`config.mk`:
```
export PLATFORM = sky130hd
export DESIGN_NAME = skew_stage
export DESIGN_NICKNAME = d
export VERILOG_FILES = /design/src/hw/conv_feed_pkg.sv /design/src/hw/skew_stage.sv
export SDC_FILE = /design/constraint.sdc
export NUM_CORES = 2
export LEC_CHECK = 0
export BUFFER_PORTS_ARGS = -buffer_cell sky130_fd_sc_hd__buf_2
export CAP_MARGIN = 20
export CORE_ASPECT_RATIO = 0.8
export CORE_UTILIZATION = 40
export DETAILED_ROUTE_END_ITERATION = 10
export GPL_ROUTABILITY_DRIVEN = 0
export PLACE_DENSITY = 0.58
export SLEW_MARGIN = 25
export SYNTH_ARGS = -nofsm -noshare
export SYNTH_HDL_FRONTEND = slang
export SYNTH_SLANG_ARGS = --single-unit
```
`constraint.sdc`:
```
create_clock -name clk -period 68 [get_ports clk]
set_input_delay 13.6 -clock clk [delete_from_list [all_inputs] [get_ports clk]]
set_output_delay 13.6 -clock clk [all_outputs]
set_load 0.02 [all_outputs]
```
`src/hw/conv_feed_pkg.sv`:
```
`default_nettype none

package conv_feed_pkg;

    ////////////////////////////////////////////////////////////
    // Array geometry and data sizes
    ////////////////////////////////////////////////////////////

    localparam int LANES  = 16;
    localparam int WORD_W = 8;
    localparam int KSIZE  = 3;

    // Both input memories share one address width
    localparam int ADDR_W         = 12;
    localparam int AMEM_DEPTH_DEF = 4096;
    localparam int WMEM_DEPTH_DEF = 4096;

    typedef logic [WORD_W-1:0] word_t;
    typedef logic [3:0]        lane_t;

    // Highest lane index, closes every step
    localparam lane_t LANE_LAST = lane_t'(LANES - 1);

    typedef enum logic [1:0] {
        MODE_CFG = 2'd0,
        MODE_WGT = 2'd1,
        MODE_ACT = 2'd2,
        MODE_RUN = 2'd3
    } mode_e;

    // Field order matches the host load order
    typedef struct packed {
        word_t out_ch;
        word_t in_ch;
        word_t width;
        word_t height;
    } cfg_t;

    // Valid kernel positions in one channel plane
    function automatic logic [15:0] num_windows(cfg_t c);
        return (16'(c.width) - 16'(KSIZE - 1)) * (16'(c.height) - 16'(KSIZE - 1));
    endfunction

endpackage

`default_nettype wire

```
`src/hw/skew_stage.sv`:
```
`timescale 1ns/1ps
`default_nettype none

module skew_stage
    import conv_feed_pkg::*;
(
    input  wire               clk,
    input  wire               rstn,
    input  wire               a_valid,
    input  wire lane_t        a_idx,
    input  wire word_t        a_data,
    input  wire               a_final,
    input  wire               w_valid,
    input  wire lane_t        w_idx,
    input  wire word_t        w_data,
    output word_t [LANES-1:0] aouts,
    output word_t [LANES-1:0] wouts,
    output logic              fire,
    output logic              done
);

    // Lanes 0..14 of the step being gathered
    word_t a_step [LANES-1];
    word_t w_step [LANES-1];
    logic  step_end;
    logic  last_q;

    // Lane 15 closes the step and arrives straight from the feeders
    assign step_end = a_valid && (a_idx == LANE_LAST);

    always_ff @(posedge clk) begin
        if (a_valid && (a_idx != LANE_LAST)) begin
            a_step[a_idx] <= a_data;
        end
        if (w_valid && (w_idx != LANE_LAST)) begin
            w_step[w_idx] <= w_data;
        end
    end

    ////////////////////////////////////////////////////////////
    // Diagonal skew, lane i lags by i steps
    ////////////////////////////////////////////////////////////

    for (genvar gi = 0; gi < LANES; gi++) begin : g_lane
        word_t a_in;
        word_t w_in;
        word_t a_q;
        word_t w_q;

        if (gi == LANES - 1) begin : g_tail
            assign a_in = a_data;
            assign w_in = w_data;
        end else begin : g_body
            assign a_in = a_step[gi];
            assign w_in = w_step[gi];
        end

        if (gi == 0) begin : g_direct
            always_ff @(posedge clk) begin
                if (!rstn) begin
                    a_q <= '0;
                    w_q <= '0;
                end else if (step_end) begin
                    a_q <= a_in;
                    w_q <= w_in;
                end
            end
        end else begin : g_delay
            // Starts at zero, so the first outputs are zero padding
            word_t a_line [gi];
            word_t w_line [gi];
            always_ff @(posedge clk) begin
                if (!rstn) begin
                    a_q <= '0;
                    w_q <= '0;
                    for (int j = 0; j < gi; j++) begin
                        a_line[j] <= '0;
                        w_line[j] <= '0;
                    end
                end else if (step_end) begin
                    a_q       <= a_line[gi-1];
                    w_q       <= w_line[gi-1];
                    a_line[0] <= a_in;
                    w_line[0] <= w_in;
                    for (int j = 1; j < gi; j++) begin
                        a_line[j] <= a_line[j-1];
                        w_line[j] <= w_line[j-1];
                    end
                end
            end
        end

        assign aouts[gi] = a_q;
        assign wouts[gi] = w_q;
    end

    // Fire with the new outputs, done one cycle after the last fire
    always_ff @(posedge clk) begin
        if (!rstn) begin
            fire   <= 1'b0;
            last_q <= 1'b0;
            done   <= 1'b0;
        end else begin
            fire   <= step_end;
            last_q <= step_end && a_final;
            if (last_q) begin
                done <= 1'b1;
            end
        end
    end

    // Both feeders share one schedule and one pipeline depth
    a_lanes_aligned: assert property (@(posedge clk) disable iff (!rstn)
        (a_valid == w_valid) && (!a_valid || (a_idx == w_idx)));

endmodule

`default_nettype wire

```
# After elaboration in Yosys (flattened, before gate mapping)
# Memories as Yosys holds them, arrays and structs flattened. A register that Yosys moved wholly into a read port is not among the register bits.
# Cells that the tools add are included.
word_totals:
  ff_bits: 3
  latch_bits: 0
  ram_bits: 2160
  mem_bits_ro: 0
  wordCells: 564
  n_memories: 32
mem_list:
  columns: ["memory", "depth", "word_bits", "rd", "rd_ports_with_merged_regs", "wr", "line", "source"]
  rows:
  - ["a_step", 15, 8, 15, 1, 1, "skew_stage.sv:23", "word_t a_step [LANES-1];"]
  - ["g_lane[15].g_delay.a_line", 15, 8, 15, 1, 15, "skew_stage.sv:70", "word_t a_line [gi];"]
  - ["g_lane[15].g_delay.w_line", 15, 8, 15, 1, 15, "skew_stage.sv:71", "word_t w_line [gi];"]
  - ["w_step", 15, 8, 15, 1, 1, "skew_stage.sv:24", "word_t w_step [LANES-1];"]
  - ["g_lane[14].g_delay.a_line", 14, 8, 14, 1, 14, "skew_stage.sv:70", null]
  - ["g_lane[14].g_delay.w_line", 14, 8, 14, 1, 14, "skew_stage.sv:71", null]
  - ["+26 memories", null, null, null, null, null, null, null]
op_classes:
  addsub: 0
  mul: 0
  div: 0
  magnitude_cmp: 0
  n_eq_ne: 3
  n_shift: 0
  n_mux: 250
  bitwise_logic: 238
  reduce_logical: 38
op_table:
  columns: ["cell", "n"]
  rows:
  - ["8-bit two-way mux", 240]
  - ["1-bit bitwise OR", 238]
  - ["1-bit zero test", 32]
  - ["8-bit OR reduction", 2]
  - ["1-bit two-way mux", 10]
  - ["4-bit inequality test (second input constant)", 2]
  - ["4-bit equality test (second input constant)", 1]
  - ["1-bit logical AND", 4]

# Logic depth before layout (Yosys ltp)
logic_depth:
  ltp_word: 7
  ltp_mapped: 6
  mapped_depth_nobuf: 3

# Least setup slack after synthesis
# OpenSTA, ideal clock, no wires.
synth_timing:
  path_kind: "input-to-reg"
  startpoint: "input a_valid"
  endpoint: "memory g_lane[10].g_delay.a_line[0][0] in the netlist's numbering (enable)"
  setup_time_ns: 2.231
  arrival_time_ns: 51.250
  required_ns: 65.769
  path_slack_ns: 14.518
  path_stages: 6
  n_path_buf: 3
  path_cell_list: "nand3_1 -> o21a_1 -> clkbuf_2 -> clkbuf_1 -> clkbuf_1 -> inv_1"
synth_lines:
  columns: ["element", "line", "source"]
  rows:
  - ["from (decl)", "skew_stage.sv:9", "input wire a_valid,"]
  - ["to (decl)", "skew_stage.sv:70", null]

==> results.py <==
metrics = {
    "die": {
        "rows": 151,
        "dieArea_um2": 216200,
        "die_y_um": 416.1,
        "coreArea_um2": 212400,
        "num_io_pins": 287,
        "initial_core_util_pct": 40.38,
        "die_x_um": 519.6,
    },
    "detailed_routing": {
        "viasPerCell": 4.511,
        "wl_per_cell_um": 16.77,
        "drtPass1Iterations": 5,
        "ant_nets": 0,
        "drc_errors": 0,
        "vias": 37316,
        "drtIter0Drc": 3254,
        "wirelength_um": 138700,
    },
    "run_status": {
        "outcome": "finished, final reports clean",
    },
    "synth": {
        "synth-compound-area-share_pct": 2.624,
        "synth_area_um2": 85740,
        "muxShareOfSynthArea_pct": 0,
        "ys_seq_area_share_pct": 81.69,
        "yosysUniqueCellTypes": 18,
        "syn_nets": 4945,
        "synth_simple_gate_area_share_pct": 14.29,
        "synth_xor_area_share_pct": 0,
        "yosys_warnings": 0,
        "synth_cells": 4916,
        "synth_fa_ha_area_share_pct": 0,
        "ys_ff_latch": 2419,
        "synth_top_family_by_area": "simple AND/OR/NAND/NOR gates",
        "avgSynthCellArea_um2": 17.44,
    },
    "sta": {
        "report.final.slew_viol_count": 0,
        "setup_viol": 0,
        "finalCritPeriodShare_pct": 27.01,
        "hold_violations": 0,
        "slew_headroom_pct": 29.90,
        "grt_setup_unrepaired": "false",
        "tns_ns": 0,
        "worst_pin_slew_ns": 1.052,
        "hold_ws_ns": 0.4377,
        "max_freq_mhz": 54.44,
        "fin_crit_ns": 18.37,
        "fin_skew_ns": 0.05365,
    },
    "grt": {
        "grt-busiest-layer": "met2",
        "antenna_found_initial": 20,
        "grt_pass1_vias": 35623,
        "use_met3_pct": 2.803,
        "use_met1_pct": 17.73,
        "grt_max_degree": 303,
        "overflow": 0,
        "grt_pass1_wl_um": 211200,
        "use_met2_pct": 19.86,
        "grtUsageTotal_pct": 12.73,
    },
    "final_layout": {
        "fill_cells": 18171,
        "drive_gt1_share_pct": 13.50,
        "syn2layout_area_growth_pct": 14.21,
        "nNetsFinal": 5255,
        "stdcell_count": 8272,
    },
    "worst_setup_path": {
        "cpPeakStageDelay_ns": 0.74,
        "cp-start-kind": "input port",
        "arrival_ns": 18.81,
        "worstPathRequired_ns": 68.44,
        "end_kind": "register",
        "crit_top_cell": "buf_4",
        "worstSetupPathType": "in2reg",
        "reg2reg_from": "g_lane[12].g_delay.w_line[11][6]$_SDFFCE_PN0P_",
        "r2r-end": "g_lane[12].w_q[6]$_SDFFE_PN0P_",
        "r2r_cells": 1,
        "path_cells": "buf_2 > nand3_1 > o21a_4 > inv_8 > buf_16 > buf_12 > buf_4 > buf_4 > buf_4 > buf_6",
        "critPathMaxFanout": 95,
        "crit_slowest_cell": "buf_4",
        "rrSetupSlack_ns": 67.12,
    },
    "clocking": {
        "cts_sinks": 2419,
        "post-cts-setup-buffers": 0,
        "cts_resized": 0,
        "cts_root_buf": "clkbuf_16",
        "numCtsBuffers": 225,
        "htree_num_levels": 4,
        "ctsHoldBuffers": 0,
        "clockBufferDepth": 3,
        "clk_pin_slew_ns": 0.06,
        "cts_tree": "yes",
        "clk_latency_ns": 0.86,
    },
    "hold_path": {
        "hold_depth": 1,
        "min_from": "g_lane[7].g_delay.w_line[6][7]$_SDFFCE_PN0P_",
        "worstHoldEndpoint": "g_lane[7].w_q[7]$_SDFFE_PN0P_",
        "hold_class": "reg2reg",
    },
    "placed_design": {
        "hpwl_um": 71060,
        "dp_cells": 7823,
        "portBuffers": 286,
    },
    "power_and_ir_drop": {
        "peakVddDrop_mv": 0.02646,
        "power_density_nw_per_um2": 30.65,
        "p_leak_nw": 36.39,
    },
    "job": {
        "maxCapViolCount": 0,
    },
}
[Yosys cell counts]
cell type / instances / area [µm²]
nand3b_1: 4 / 30.03
nor2_1: 24 / 90.09
nor3_4: 1 / 16.27
nor3_1: 8 / 40.04
nand2b_1: 4 / 25.02
nand3_1: 2 / 10.01
a22o_1: 256 / 2242
buf_4: 2 / 15.01
buf_2: 41 / 205.2
edfxtp_1: 2160 / 64860
and2_1: 1921 / 12020
nand2_1: 2 / 7.510
or3b_2: 2 / 17.52
clkbuf_2: 91 / 455.4
dfxtp_1: 259 / 5185
clkbuf_1: 136 / 510.5
o21a_1: 1 / 7.510
inv_1: 2 / 7.510
[registers in the layout (all words and copies together), names as in the netlist]
signal	flops
g_lane.g_delay.a_line	960
g_lane.g_delay.w_line	960
g_lane.a_q	128
g_lane.w_q	128
a_step	120
w_step	120
done	1
fire	1
last_q	1
[layout by cell type (no fill, tap or decap), types with 6 or more instances in the layout]
cell,count
nor2_1,13
buf_12,7
clkbuf_1,47
buf_2,284
clkinv_2,56
nor3_2,6
bufinv_16,15
edfxtp_1,2160
and2_1,1921
a22o_1,256
nor2_2,11
clkbuf_8,29
buf_4,47
clkinvlp_4,9
buf_6,9
dfxtp_1,259
clkbuf_16,229
clkinv_1,28
diode_2,11
[per-stage QoR]
step	instance area, µm²	setup slack (ns)	power [mW]	util, %
after detailed placement	90170	47.78	1.779	42.46
after CTS	97720	48.69	3.041	46.02
after global placement	90140	47.93	1.777	42.45
after global routing	97910	49.19	3.105	46.11
after floorplan	85740	14.52	1.851	-
final	97930	49.63	3.001	46.12
[layout make-up]
class,count,area (µm²),area share (%)
clock buffer,305,6306,6.439
timing repair buffer,353,2168,2.214
antenna,11,27.53,0.02811
tap,2830,3541,3.616
clock inverter,127,1246,1.273
inverter,2,15.01,0.01533
multi-input combinational,2225,14580,14.89
sequential,2419,70050,71.53
[worst max path at each step]
stage | start | to | slack [ns] | depth (start not counted)
floorplan | a_valid | g_lane[10].g_delay.a_line[0][0]$_SDFFCE_PN0P_ | 14.52 | 6
global placement | rstn | g_lane[5].g_delay.w_line[0][2]$_SDFFCE_PN0P_ | 47.93 | 8
detailed placement | rstn | g_lane[5].g_delay.w_line[0][2]$_SDFFCE_PN0P_ | 47.78 | 8
CTS | rstn | g_lane[5].g_delay.w_line[0][4]$_SDFFCE_PN0P_ | 48.69 | 8
global route | a_valid | g_lane[6].g_delay.w_line[1][0]$_SDFFCE_PN0P_ | 49.19 | 10
finish | a_valid | g_lane[6].g_delay.w_line[2][3]$_SDFFCE_PN0P_ | 49.63 | 10
[report_power, final]
group / internal (mW) / switching [mW]
clock: 0.712 / 0.544
sequential: 1.67 / 0.0125
combinational: 0.0119 / 0.0483
total: 2.40 / 0.605
[critical path: cells and delay by family]
| family | cells | cell delay [ns] |
|---|---|---|
| AND/OR/NAND/NOR | 1 | 0.24 |
| AO/OA/AOI/OAI | 1 | 0.47 |
| buffers and inverters | 8 | 4.17 |
[routing by layer]
layer / part of all wire (%) / wire [µm]
met3: 5.7 / 7876
met2: 46 / 63990
met1: 45 / 63050
met4: 2.8 / 3819
met5: 0 / 0
[logic make-up after synthesis]
group,count (synthesis)
DFF,2419
and+or+nand+nor,1968
AOI/OAI and AO/OA,257
buffers and inverters,272
Note: power is estimated with default switching activity, not from simulation.
