## src/hw/conv_feed_pkg.sv

```systemverilog
`default_nettype none

package conv_feed_pkg;

    ////////////////////////////////////////////////////////////
    // Array geometry and data sizes
    ////////////////////////////////////////////////////////////

    localparam int LANES  = 16;
    localparam int WORD_W = 8;
    localparam int KSIZE  = 3;

    // Both input memories share one address width
    localparam int ADDR_W         = 12;
    localparam int AMEM_DEPTH_DEF = 4096;
    localparam int WMEM_DEPTH_DEF = 4096;

    typedef logic [WORD_W-1:0] word_t;
    typedef logic [3:0]        lane_t;

    // Highest lane index, closes every step
    localparam lane_t LANE_LAST = lane_t'(LANES - 1);

    typedef enum logic [1:0] {
        MODE_CFG = 2'd0,
        MODE_WGT = 2'd1,
        MODE_ACT = 2'd2,
        MODE_RUN = 2'd3
    } mode_e;

    // Field order matches the host load order
    typedef struct packed {
        word_t out_ch;
        word_t in_ch;
        word_t width;
        word_t height;
    } cfg_t;

    // Valid kernel positions in one channel plane
    function automatic logic [15:0] num_windows(cfg_t c);
        return (16'(c.width) - 16'(KSIZE - 1)) * (16'(c.height) - 16'(KSIZE - 1));
    endfunction

endpackage

`default_nettype wire

```

## src/hw/tap_if.sv

```systemverilog
`timescale 1ns/1ps
`default_nettype none

interface tap_if
    import conv_feed_pkg::*;
();

    // One lane slot per cycle while compute runs
    logic       issue;
    lane_t      lane;
    // Kernel tap of the current step
    logic [7:0] kch;
    logic [1:0] krow;
    logic [1:0] kcol;
    // Lane 0 of the first tap in a group
    logic       new_group;
    // Drain steps carry zeros only
    logic       flush;
    // Lane 15 of the last drain step
    logic       is_final;

    modport src (output issue, lane, kch, krow, kcol, new_group, flush, is_final);
    modport dst (input issue, lane, kch, krow, kcol, new_group, flush, is_final);

endinterface

`default_nettype wire

```

## src/hw/tap_sequencer.sv

```systemverilog
`timescale 1ns/1ps
`default_nettype none

module tap_sequencer
    import conv_feed_pkg::*;
(
    input  wire        clk,
    input  wire        rstn,
    input  wire        enable,
    input  wire mode_e mode,
    input  wire        data_load,
    input  wire word_t data_in,
    output cfg_t       cfg,
    output logic       act_wr,
    output logic       wgt_wr,
    output word_t      wr_data,
    tap_if.src         taps
);

    localparam logic [1:0] K_LAST     = 2'(KSIZE - 1);
    localparam logic [3:0] FLUSH_LAST = 4'(LANES - 2);

    logic [2:0]  cfg_cnt;
    logic [15:0] n_win;
    logic [11:0] n_grp;
    lane_t       lane_cnt;
    logic [1:0]  kcol_cnt;
    logic [1:0]  krow_cnt;
    logic [7:0]  kch_cnt;
    logic [11:0] grp_cnt;
    logic [3:0]  flush_cnt;
    logic        flushing;
    logic        seq_done;
    logic        run_ok;
    logic        tap_first;

    // Groups of 16 windows, rounded up
    assign n_win = num_windows(cfg);
    assign n_grp = 12'((n_win + 16'd15) >> 4);

    // Compute only after all four config bytes are in
    assign run_ok    = enable && (mode == MODE_RUN) && (cfg_cnt == 3'd4) && !seq_done;
    assign tap_first = (kch_cnt == 8'd0) && (krow_cnt == 2'd0) && (kcol_cnt == 2'd0);

    ////////////////////////////////////////////////////////////
    // Configuration bytes and load strobes
    ////////////////////////////////////////////////////////////

    always_ff @(posedge clk) begin
        if (!rstn) begin
            cfg     <= '0;
            cfg_cnt <= '0;
            act_wr  <= 1'b0;
            wgt_wr  <= 1'b0;
        end else begin
            act_wr <= enable && data_load && (mode == MODE_ACT);
            wgt_wr <= enable && data_load && (mode == MODE_WGT);
            // Counter stops after the fourth byte
            if (enable && data_load && (mode == MODE_CFG) && (cfg_cnt != 3'd4)) begin
                case (cfg_cnt)
                    3'd0:    cfg.out_ch <= data_in;
                    3'd1:    cfg.in_ch  <= data_in;
                    3'd2:    cfg.width  <= data_in;
                    default: cfg.height <= data_in;
                endcase
                cfg_cnt <= cfg_cnt + 3'd1;
            end
        end
    end

    // Byte goes out with its strobe
    always_ff @(posedge clk) begin
        wr_data <= data_in;
    end

    ////////////////////////////////////////////////////////////
    // Lane, tap, group and drain schedule
    ////////////////////////////////////////////////////////////

    always_ff @(posedge clk) begin
        if (!rstn) begin
            taps.issue     <= 1'b0;
            taps.lane      <= '0;
            taps.kch       <= '0;
            taps.krow      <= '0;
            taps.kcol      <= '0;
            taps.new_group <= 1'b0;
            taps.flush     <= 1'b0;
            taps.is_final  <= 1'b0;
            lane_cnt       <= '0;
            kcol_cnt       <= '0;
            krow_cnt       <= '0;
            kch_cnt        <= '0;
            grp_cnt        <= '0;
            flush_cnt      <= '0;
            flushing       <= 1'b0;
            seq_done       <= 1'b0;
        end else begin
            taps.issue <= run_ok;
            if (run_ok) begin
                taps.lane      <= lane_cnt;
                taps.kch       <= kch_cnt;
                taps.krow      <= krow_cnt;
                taps.kcol      <= kcol_cnt;
                taps.new_group <= !flushing && tap_first && (lane_cnt == '0);
                taps.flush     <= flushing;
                taps.is_final  <= flushing && (flush_cnt == FLUSH_LAST) &&
                                  (lane_cnt == LANE_LAST);
                lane_cnt <= lane_cnt + 4'd1;
                if (lane_cnt == LANE_LAST) begin
                    if (flushing) begin
                        flush_cnt <= flush_cnt + 4'd1;
                        if (flush_cnt == FLUSH_LAST) begin
                            seq_done <= 1'b1;
                        end
                    end else if (kcol_cnt != K_LAST) begin
                        kcol_cnt <= kcol_cnt + 2'd1;
                    end else begin
                        // Column, then row, then channel
                        kcol_cnt <= '0;
                        if (krow_cnt != K_LAST) begin
                            krow_cnt <= krow_cnt + 2'd1;
                        end else begin
                            krow_cnt <= '0;
                            if (kch_cnt != cfg.in_ch - 8'd1) begin
                                kch_cnt <= kch_cnt + 8'd1;
                            end else begin
                                kch_cnt <= '0;
                                grp_cnt <= grp_cnt + 12'd1;
                                // Last group done, start the drain
                                if (grp_cnt == n_grp - 12'd1) begin
                                    flushing <= 1'b1;
                                end
                            end
                        end
                    end
                end
            end
        end
    end

    // Issued taps rely on a configuration inside the supported range
    a_cfg_range: assert property (@(posedge clk) disable iff (!rstn)
        taps.issue |-> (cfg.in_ch >= 8'd1) && (cfg.in_ch <= 8'd4) &&
                       (cfg.width >= 8'd3) && (cfg.width <= 8'd20) &&
                       (cfg.height >= 8'd3) && (cfg.height <= 8'd20) &&
                       (cfg.out_ch >= 8'd1) && (cfg.out_ch <= 8'd16));

endmodule

`default_nettype wire

```

## src/flat_wrapper.sv

```systemverilog
// flat-port wrapper written by rule: the top's interface ports become plain ports
module tap_sequencer_flat import conv_feed_pkg::*;
  (clk, rstn, enable, mode, data_load, data_in, cfg, act_wr, wgt_wr, wr_data, taps_issue, taps_lane, taps_kch, taps_krow, taps_kcol, taps_new_group, taps_flush, taps_is_final);
  tap_if taps_i ();
  input  wire clk;
  input  wire rstn;
  input  wire enable;
  input  wire mode_e mode;
  input  wire data_load;
  input  wire word_t data_in;
  output cfg_t cfg;
  output logic act_wr;
  output logic wgt_wr;
  output word_t wr_data;
  output wire logic [$bits(taps_i.issue)-1:0] taps_issue;
  output wire logic [$bits(taps_i.lane)-1:0] taps_lane;
  output wire logic [$bits(taps_i.kch)-1:0] taps_kch;
  output wire logic [$bits(taps_i.krow)-1:0] taps_krow;
  output wire logic [$bits(taps_i.kcol)-1:0] taps_kcol;
  output wire logic [$bits(taps_i.new_group)-1:0] taps_new_group;
  output wire logic [$bits(taps_i.flush)-1:0] taps_flush;
  output wire logic [$bits(taps_i.is_final)-1:0] taps_is_final;
  assign taps_issue = taps_i.issue;
  assign taps_lane = taps_i.lane;
  assign taps_kch = taps_i.kch;
  assign taps_krow = taps_i.krow;
  assign taps_kcol = taps_i.kcol;
  assign taps_new_group = taps_i.new_group;
  assign taps_flush = taps_i.flush;
  assign taps_is_final = taps_i.is_final;
  tap_sequencer u_core (.clk(clk), .rstn(rstn), .enable(enable), .mode(mode), .data_load(data_load), .data_in(data_in), .cfg(cfg), .act_wr(act_wr), .wgt_wr(wgt_wr), .wr_data(wr_data), .taps(taps_i));
endmodule
```

## config.mk

```make
export PLATFORM = sky130hd
export DESIGN_NAME = tap_sequencer_flat
export DESIGN_NICKNAME = d
export VERILOG_FILES = /design/src/hw/conv_feed_pkg.sv /design/src/hw/tap_if.sv /design/src/hw/tap_sequencer.sv /design/src/flat_wrapper.sv
export SDC_FILE = /design/constraint.sdc
export NUM_CORES = 1
export LEC_CHECK = 0
export ABC_CLOCK_PERIOD_IN_PS = 16800
export BUFFER_PORTS_ARGS = -buffer_cell sky130_fd_sc_hd__clkbuf_2
export CAP_MARGIN = 30
export CORE_MARGIN = 5
export CORE_UTILIZATION = 55
export CTS_CLUSTER_SIZE = 20
export DETAILED_ROUTE_END_ITERATION = 7
export PLACE_DENSITY = 0.71
export SLEW_MARGIN = 5
export SYNTH_ARGS = -nofsm -noshare
export SYNTH_HDL_FRONTEND = slang
export SYNTH_SLANG_ARGS = --single-unit
```

## constraint.sdc

```tcl
create_clock -name clk -period 16.8 [get_ports clk]
set_input_delay 1.68 -clock clk [delete_from_list [all_inputs] [get_ports clk]]
set_output_delay 1.68 -clock clk [all_outputs]
set_load 0.05 [all_outputs]
```

**Word level (Yosys, flattened, before mapping)**

Index checks and enable logic that the tools add are counted.

- Flip-flop bits (word level): 99
- Logic and storage cells: 97
- Output and inout port bits: 62
- Bits of input ports: 14

- Reduce and logical (&&, ||, !) cells: 34
- Bitwise gates (word level): 5
- Eq/ne operators: 13
- Multipliers: 1
- $add $sub $neg: 12
- Mux-type cells: 8

Operators by type and width:

| kind | number |
|---|---|
| subtractor 8 x 2 -> 9 bit (second input constant) | 2 |
| adder 16 x 4 -> 16 bit (second input constant) | 1 |
| multiplier 16 x 16 -> 16 bit | 1 |
| logical AND 1 bit | 14 |
| adder 12 x 1 -> 12 bit (second input constant) | 1 |
| equality test 12 bit | 1 |
| subtractor 12 x 1 -> 12 bit (second input constant) | 1 |
| AND reduction 2 bit | 5 |
| adder 4 x 1 -> 4 bit (second input constant) | 2 |
| adder 8 x 1 -> 8 bit (second input constant) | 1 |
| equality test 4 bit (second input constant) | 2 |
| logical NOT 8 bit | 1 |
| two-way mux 8 bit | 1 |
| != test 8 bit | 1 |
| AND reduction 4 bit | 2 |
| subtractor 8 x 1 -> 8 bit (second input constant) | 1 |
| logical NOT 2 bit | 3 |
| AND reduction 3 bit | 2 |
| AND reduction 6 bit | 1 |
| two-way mux 1 bit | 5 |
| NOT 1 bit | 5 |
| AND reduction 5 bit | 1 |
| adder 2 x 1 -> 2 bit (second input constant) | 2 |
| equality test 2 bit (second input constant) | 2 |
| 12 further kinds | 15 |

**Logic depth before layout (Yosys ltp)**

Gate-level depths: netlist of the first run.

- Depth in word-level cells: 10
- Depth in mapped cells: 29
- Mapped depth without buffers: 27

**Worst setup path before layout of the first run**

No wires, ideal clock.

- Kind: flip-flop to flip-flop
- From: reg, netlist name u_core.cfg[1]
- To: reg u_core.flushing
- Path buffers: 3
- Cell stages (with the launch flop): 27
- Path slack: 9,368 ps
- Required time: 16,704 ps
- Arrival time: 7,337 ps
- Cells stage by stage: dfxtp_1 > clkbuf_1 > inv_1 > ha_1 > clkbuf_1 > or2_2 > inv_1 > fa_1 > inv_1 > fa_1 > fa_1 > fa_1 > fa_1 > fa_1 > inv_1 > ha_1 > buf_6 > o21a_1 > o211a_1 > a21oi_1 > a21bo_2 > xnor2_4 > nand2_2 > or4_1 > nand4_1 > xnor2_1 > o41ai_2

- Longest elaborated chain between the ends: 10

Ends and longest elaborated chain:

| item | line | RTL |
|---|---|---|
| subtractor 8 x 2 -> 9 bit | conv_feed_pkg.sv:41 | `return (16'(c.width) - 16'(KSIZE - 1)) * (16'(c.height) - 16'(KSIZE - 1));` |
| multiplier 16 x 16 -> 16 bit | conv_feed_pkg.sv:41 |  |
| adder 16 x 4 -> 16 bit | tap_sequencer.sv:39 | `assign n_grp = 12'((n_win + 16'd15) >> 4);` |
| subtractor 12 x 1 -> 12 bit | tap_sequencer.sv:131 | `if (grp_cnt == n_grp - 12'd1) begin` |
| equality test 12 bit | tap_sequencer.sv:131 |  |
| two-way mux 1 bit | tap_sequencer.sv:131 |  |
| two-way mux 1 bit | tap_sequencer.sv:125 | `if (kch_cnt != cfg.in_ch - 8'd1) begin` |
| two-way mux 1 bit | tap_sequencer.sv:121 | `if (krow_cnt != K_LAST) begin` |
| two-way mux 1 bit | tap_sequencer.sv:116 | `end else if (kcol_cnt != K_LAST) begin` |
| two-way mux 1 bit | tap_sequencer.sv:111 | `if (flushing) begin` |
| end signal, assigned | tap_sequencer.sv:96 | `flushing <= 1'b0;` |
| end signal, assigned | tap_sequencer.sv:132 | `flushing <= 1'b1;` |
| end, declared | tap_sequencer.sv:32 | `logic flushing;` |

Every way passes these cells.
A chain may end at the register's enable or synchronous reset.

**Final worst setup path of the first run**

- From: reg, netlist name u_core.cfg[9]
- To: reg u_core.flushing

- Longest elaborated chain between the ends: 10

Ends and longest elaborated chain:

| item | line |
|---|---|
| subtractor 8 x 2 -> 9 bit | conv_feed_pkg.sv:41 |
| multiplier 16 x 16 -> 16 bit | conv_feed_pkg.sv:41 |
| adder 16 x 4 -> 16 bit | tap_sequencer.sv:39 |
| subtractor 12 x 1 -> 12 bit | tap_sequencer.sv:131 |
| equality test 12 bit | tap_sequencer.sv:131 |
| two-way mux 1 bit | tap_sequencer.sv:131 |
| two-way mux 1 bit | tap_sequencer.sv:125 |
| two-way mux 1 bit | tap_sequencer.sv:121 |
| two-way mux 1 bit | tap_sequencer.sv:116 |
| two-way mux 1 bit | tap_sequencer.sv:111 |

Every way passes these cells.

==> results of run 1 <==
cell usage after synthesis (12+ instances only):
master	n
nand4_1	18
inv_1	133
o21ai_0	12
ha_1	66
fa_1	77
xor2_1	30
nand2_1	118
nand3_1	45
nor3_1	20
nor2_1	59
dfxtp_1	99
nor2b_1	16
a21boi_0	49
xnor2_1	66
clkbuf_1	33
and2_1	27
cell families after synthesis:
logic type / synth area share
AND/OR/NAND/NOR: 0.208
buffers and inverters: 0.0775
adder cells (fa/ha/maj): 0.275
AO/OA/AOI/OAI: 0.0948
flip-flops: 0.230
XOR/XNOR: 0.101
multiplexers: 0.0141
power by group through the flow:
stage | clock network, mW | logic (mW) | registers, mW
floorplan | 0 | 0.0704 | 0.248
global placement | 0 | 0.0913 | 0.242
detailed placement | 0 | 0.0924 | 0.242
CTS | 0.215 | 0.0928 | 0.237
global route | 0.225 | 0.101 | 0.237
finish | 0.210 | 0.0917 | 0.237
layer usage:
metal	vias to the layer above	track usage	routed length, um
li1	3319	-	-
met1	3168	0.291	8710
met2	153	0.332	8640
met3	21	0.0394	891
met4	0	0.0588	324
met5	-	0	0
worst max path at each step:
stage	from	endpoint	slack, ns	depth (start not counted)
2_1_floorplan	u_core.cfg[1]	u_core.flushing	9.37	26
4_1_cts	u_core.cfg[9]	u_core.flushing	9.27	23
6_report	u_core.cfg[9]	u_core.flushing	9.28	23
5_1_grt	u_core.cfg[11]	u_core.flushing	8.85	22
3_3_place_gp	u_core.cfg[9]	u_core.flushing	9.50	23
3_5_place_dp	u_core.cfg[9]	u_core.flushing	9.32	23
through the flow:
step / area (um2) / cells
after floorplan: 8620 / 993
after global placement: 9110 / 1244
after detailed placement: 9120 / 1245
after CTS: 9420 / 1261
after global routing: 9420 / 1261
final: 9420 / 1261
worst reg2reg max path, delay by kind of cell (launching register included):
kind,cells,cell delay (ns)
AOI/OAI and AO/OA,5,1.14
xor gates and xnor gates,3,0.69
adders and majority gates,8,3.75
buffers and inverters,2,0.22
DFF,1,0.43
and+or+nand+nor,5,1.19
state kept, by name, indices dropped and copies added (netlist names), 2 cells and up:
name,cells
u_core.cfg_cnt,3
u_core.taps.lane,4
u_core.kcol_cnt,2
u_core.grp_cnt,12
u_core.taps.krow,2
u_core.cfg,32
u_core.taps.kch,8
u_core.taps.kcol,2
u_core.wr_data,8
u_core.krow_cnt,2
u_core.lane_cnt,4
u_core.kch_cnt,8
u_core.flush_cnt,4
final cells by class:
cell class | instances | area (um2)
clock buffer | 9 | 225
clock inverter | 7 | 80.1
fill | 1339 | 5840
inverter | 133 | 499
multi-input combinational | 723 | 5970
sequential | 99 | 1980
tap | 211 | 264
timing repair buffer | 79 | 405
==> impl_results.md, run 1 <==
- Run status: finished clean
- Final ANT Viol Nets: 0
- Initial drt markers: 309
- Cell Area, Synth: 8620 um2
- Final hold vios: 0
- R2r endpoint: u_core.flushing
- 1st-pass router iterations: 5
- Mean post-synth cell area: 8.68 um2
- Post-synth cell types: 67
- Placer Congestion: 0.911
- Worst-Margin Slew: 0.908 ns
- NumNets Final: 1,202
- Hold worst-path end: u_core.taps.krow[1]
- Int Pwr: 0.382 mW
- Most frequent cells in the layout: inv_1 (133), nand2_1 (118), dfxtp_1 (99)
- CTS buffer count: 9
- Relative slew slack: 0.390
- CTS tree: built
- # DRC: 0
- Post-CTS setup buffers: 0
- Core Footprint: 15,300 um2
- Switching Fraction: 0.290
- Share of cells above drive strength 1: 0.111
- Worst setup SP type: flip-flop
- CP top delay family: adder cells
- Cell accounting for the most synthesized area: dfxtp_1
- Root buffer selected by CTS: clkbuf_16
- Worst r2r src: u_core.cfg[9]
- Avg WL per Cell: 14.7 um
- HP Start: u_core.taps.krow[1]
- Slowest library cell on the worst path: fa_1
- Initial core utilization: 0.565
- Minimum clock period: 7.52 ns
- Worst vdd ir: 63.1 uV
- Post-synth EDFFs: 0
- Setup TNS: 0 ns
- Number of port buffers: 75
- Power Density: 57.2 nW/um2
- Critical Path Most Common Cell: fa_1
- Pin count of the biggest net entering global routing: 87
- Syn nets: 1,150
- R2R depth: 23
- Area delta synth->final: 9.35%
- Max frequency: 0.133 GHz
- Kind of critical path: flip-flop to flip-flop
- Worst path max stage delay: 0.54 ns
- Die footprint: 18,300 um2
- Longest Clk Path Bufs: 2
- Main flop type after synthesis: dfxtp_1
- Total Power: 0.539 mW
- RSZ-0062 raised after global routing: no
- Crit. End Element: flip-flop
- Commonest non-fill, non-tap cell in the layout: inv_1
- ANT cells: 0
- Worst path cell trace: inv_1 > ha_1 > nor3b_1 > xor2_1 > nand2_1 > fa_1 > fa_1 > fa_1 > fa_1 > fa_1 > fa_1 > inv_1 > ha_1 > o21a_1 > o211a_1 > a21oi_1 > a21bo_2 > xnor2_4 > nand2_2 > or4_1 > nand4_1 > xnor2_1 > o41ai_2
- Initial antenna violation count: 0
- Detailed-placement wirelength estimate: 14.6 mm
- Worst endpoint required time: 17.06 ns
- Post-route setup slack: 9.28 ns
- DR vias: 6,661
- Die width: 135 um
- Final setup fails: 0
- H-tree depth: 3
- Max Cap Viol: 0
- Period utilization: 0.447
- First-pass GRT wire length: 31.2 mm
- Static Leak: 4.32 nW
- Dominant cells by area after synthesis: dfxtp_1 (23%), fa_1 (18%), ha_1 (9.6%)
- Gr usage total: 0.208
- Reg clk slew, reported paths: 0.08 ns
- Placement Setup Slack: 9.32 ns
- Worst hold slack: 0.470 ns
- Sw Pwr: 0.156 mW
- Worst reg-to-reg setup slack: 9.28 ns
- Hold Path Depth: 2
- Die H: 135 um
- I/O pin count: 76
- Synth top area share: 0.230
- Buf+Inv Stages, Crit Path: 2
- Total gr overflow: 0
- Vias/cell: 5.28
- CP arrival: 7.78 ns
- # hold bufs at CTS: 0
- Logic gate share of total power: 0.170
- Clock network power share: 0.390
- Post-synthesis sequential area ratio: 0.230
- Reg power frac: 0.440
- Post-Route Utilization: 0.617
- CTS resizes: 0
- Post-synthesis register bit count: 99
- Mapped Cells: 993
- Fin Clk Skew: 0.0111 ns
- Placement row count: 45
- Number of global-route vias before repair: 6,488
- WL final: 18.6 mm
- Synth async-reset ratio: 0
- CTS Sinks: 99
- Worst-path fanout max: 11
- Syn. warnings: 0
- Slew Viols, Final: 0
- Type of the worst min-delay path: flip-flop to flip-flop
- Worst skew pair latency: 0.36 ns
Power figures use the tool's default switching activity.
==> run 2: changes to the inputs <==
--- a/config.mk
+++ b/config.mk
@@ -5,14 +5,15 @@
 export SDC_FILE = /design/constraint.sdc
 export NUM_CORES = 1
 export LEC_CHECK = 0
-export ABC_CLOCK_PERIOD_IN_PS = 16800
+export ABC_AREA = 1
+export ABC_CLOCK_PERIOD_IN_PS = 7330
 export BUFFER_PORTS_ARGS = -buffer_cell sky130_fd_sc_hd__clkbuf_2
 export CAP_MARGIN = 30
 export CORE_MARGIN = 5
 export CORE_UTILIZATION = 55
 export CTS_CLUSTER_SIZE = 20
 export DETAILED_ROUTE_END_ITERATION = 7
-export PLACE_DENSITY = 0.71
+export PLACE_DENSITY = 0.7
 export SLEW_MARGIN = 5
 export SYNTH_ARGS = -nofsm -noshare
 export SYNTH_HDL_FRONTEND = slang
==> constraint.sdc (replaced) <==
create_clock -name clk -period 7.33 [get_ports clk]
set_input_delay 0.733 -clock clk [delete_from_list [all_inputs] [get_ports clk]]
set_output_delay 0.733 -clock clk [all_outputs]
set_load 0.05 [all_outputs]
==> run 2 against run 1 <==
  * Sequential power up 130%
  * Core utilization about the same
  * Worst hold slack is essentially flat
  * Clock skew decreased by 0.0032 ns
  * Flip-flop and latch count stayed put
  * Global-route usage rose by 2.8 points
  * Clock-buffer cell count up 1
  * Critical endpoint unchanged
==> impl_results.md, run 2 <==
- Final Cell Area: 9810 um2
- Power Density: 295 nW/um2
- CTS Sinks: 99
- Logic gate share of total power: 0.661
- Top reg by flops: u_core.cfg
- WL final: 20.9 mm
- CP arrival: 7.03 ns
- CTS resizes: 0
- Commonest non-fill, non-tap cell in the layout: nand2_1
- Synth async-reset ratio: 0
- Post-Route Utilization: 0.618
- Initial core utilization: 0.561
- Slowest library cell on the worst path: fa_1
- Post-synthesis register bit count: 99
- # hold bufs at CTS: 0
- Most frequent cells in the layout: nand2_1 (263), inv_1 (257), nor2_1 (128)
- NumNets Final: 1,479
- Post-synth top cells: nand2_1 (263), inv_1 (257), nor2_1 (128)
- Setup TNS: 0 ns
- Final setup fails: 0
- ANT cells: 0
- Static Leak: 5.17 nW
- Pin count of the biggest net entering global routing: 72
- Reg power frac: 0.188
- Fillers: 1,522
- Clock network power share: 0.151
- Initial drt markers: 541
- Total Power: 2.89 mW
- DR vias: 7,904
- Synth top area share: 0.222
- Longest Clk Path Bufs: 2
- Detailed-placement wirelength estimate: 16.9 mm
- Syn nets: 1,405
- Minimum clock period: 6.76 ns
- CP top delay family: adder cells
- Placer Congestion: 0.892
- CTS buffer count: 9
- Initial antenna violation count: 0
- RSZ-0062 raised after global routing: no
- # DRC: 0
- Fin Clk Skew: 0.00785 ns
- Final ANT Viol Nets: 0
- Syn. warnings: 0
- Post-synthesis sequential area ratio: 0.222
- Cell accounting for the most synthesized area: dfxtp_1
- Mapped Cells: 1,248
- Worst-Margin Slew: 0.692 ns
- Kind of critical path: flip-flop to flip-flop
- Dominant cells by area after synthesis: dfxtp_1 (22%), fa_1 (17%), nand2_1 (11%)
- Number of port buffers: 75
- Post-CTS setup buffers: 0
- 1st-pass router iterations: 5
- Sw Pwr: 1.40 mW
- Number of global-route vias before repair: 7,619
- Cell Area, Synth: 8920 um2
- Worst setup SP type: flip-flop
- Avg WL per Cell: 13.5 um
- CTS tree: built
- Share of cells above drive strength 1: 0.0980
- Switching Fraction: 0.483
- Final hold vios: 0
- Max reg flops: 32
- Relative slew slack: 0.538
- Gr usage total: 0.236
- Type of the worst min-delay path: flip-flop to flip-flop
- Core Footprint: 15,900 um2
- Biggest regs: u_core.cfg x32, u_core.grp_cnt x12
- Worst endpoint required time: 7.60 ns
- First-pass GRT wire length: 36.0 mm
- HP Start: u_core.flush_cnt[3]
- Worst-path fanout max: 9
- Critical Path Most Common Cell: nand2_1
- Mean post-synth cell area: 7.15 um2
- Post-synth cell types: 46
- Max Cap Viol: 0
- Post-synth EDFFs: 0
- Die width: 137 um
- Worst r2r src: u_core.cfg[9]
- Max frequency: 0.148 GHz
- Buf+Inv Stages, Crit Path: 3
- Area delta synth->final: 10.0%
- Main flop type after synthesis: dfxtp_1
- Worst hold slack: 0.470 ns
- Reg clk slew, reported paths: 0.07 ns
- Crit. End Element: flip-flop
- Die H: 137 um
- Worst path max stage delay: 0.59 ns
- Period utilization: 0.922
- Slew Viols, Final: 0
- H-tree depth: 3
- Most common cell in the netlist: nand2_1
- Post-placement cell area: 9530 um2
- Total gr overflow: 0
- Vias/cell: 5.13
- Placement row count: 46
- I/O pin count: 76
- Int Pwr: 1.50 mW
- Worst vdd ir: 273 uV
- Die footprint: 18,900 um2
- Worst skew pair latency: 0.35 ns
- CP Launch Point: u_core.cfg[9]
- Root buffer selected by CTS: clkbuf_16
- Run status: finished clean
run 2: cell count changes after synthesis, sizes merged, moves of 46 or more:
cell,before,now
nand2,120,271
a21boi,51,0
a21oi,12,61
xnor2,67,10
nor2,59,137
inv,133,260
o21ai,13,73
nand3,45,91
run 2: worst paths after layout:
path                               to  slack, ns  depth (start not counted)
setup / recovery      u_core.flushing       0.57                         29
hold / removal    u_core.flush_cnt[3]       0.47                          2
setup reg to reg      u_core.flushing       0.57                         29
hold reg to reg   u_core.flush_cnt[3]       0.47                          2
run 2: final cells by class:
cell class / count / area [um2] / area share
clock buffer: 10 / 229 / 0.0233
clock inverter: 5 / 40.0 / 0.00408
inverter: 261 / 981 / 0.100
multi-input combinational: 870 / 5890 / 0.600
sequential: 99 / 1980 / 0.202
tap: 216 / 270 / 0.0275
timing repair buffer: 81 / 420 / 0.0429
run 2: kinds of logic (layout without fill, tap and decap cells):
family	after synthesis	count (layout)	share of synthesized area
xor+xnor	20	20	0.0260
simple gates	561	561	0.282
buf+inv	279	357	0.119
flops	99	99	0.222
compound gates	146	146	0.0856
fa+ha+maj	143	143	0.265
run 2: through the flow:
step | std cells | setup slack [ns]
5_1_grt | 1542 | 0.0570
3_3_place_gp | 1527 | 0.278
6_report | 1542 | 0.572
2_1_floorplan | 1248 | 0.705
3_5_place_dp | 1527 | 0.246
4_1_cts | 1542 | 0.209
run 2: power groups by stage:
stage               logic, mW  registers [mW]  clock network [mW]
finish                   1.91           0.545               0.437
global route             2.23           0.545               0.468
detailed placement       1.89           0.557                   0
CTS                      1.91           0.545               0.446
floorplan                1.52           0.573                   0
global placement         1.87           0.557                   0
run 2: worst min-delay path, cell delays in order, from the launching register on:
cell and delay [ns]:
dfxtp_1 0.31, inv_1 0.06, a21oi_1 0.05
run 2: per-layer routing:
metal / track usage / vias up / wire length [um]
met5: 0 / - / 0
met4: 0.0565 / 0 / 326
met3: 0.0263 / 17 / 950
met2: 0.401 / 164 / 9900
met1: 0.324 / 3667 / 9700
li1: - / 4056 / -
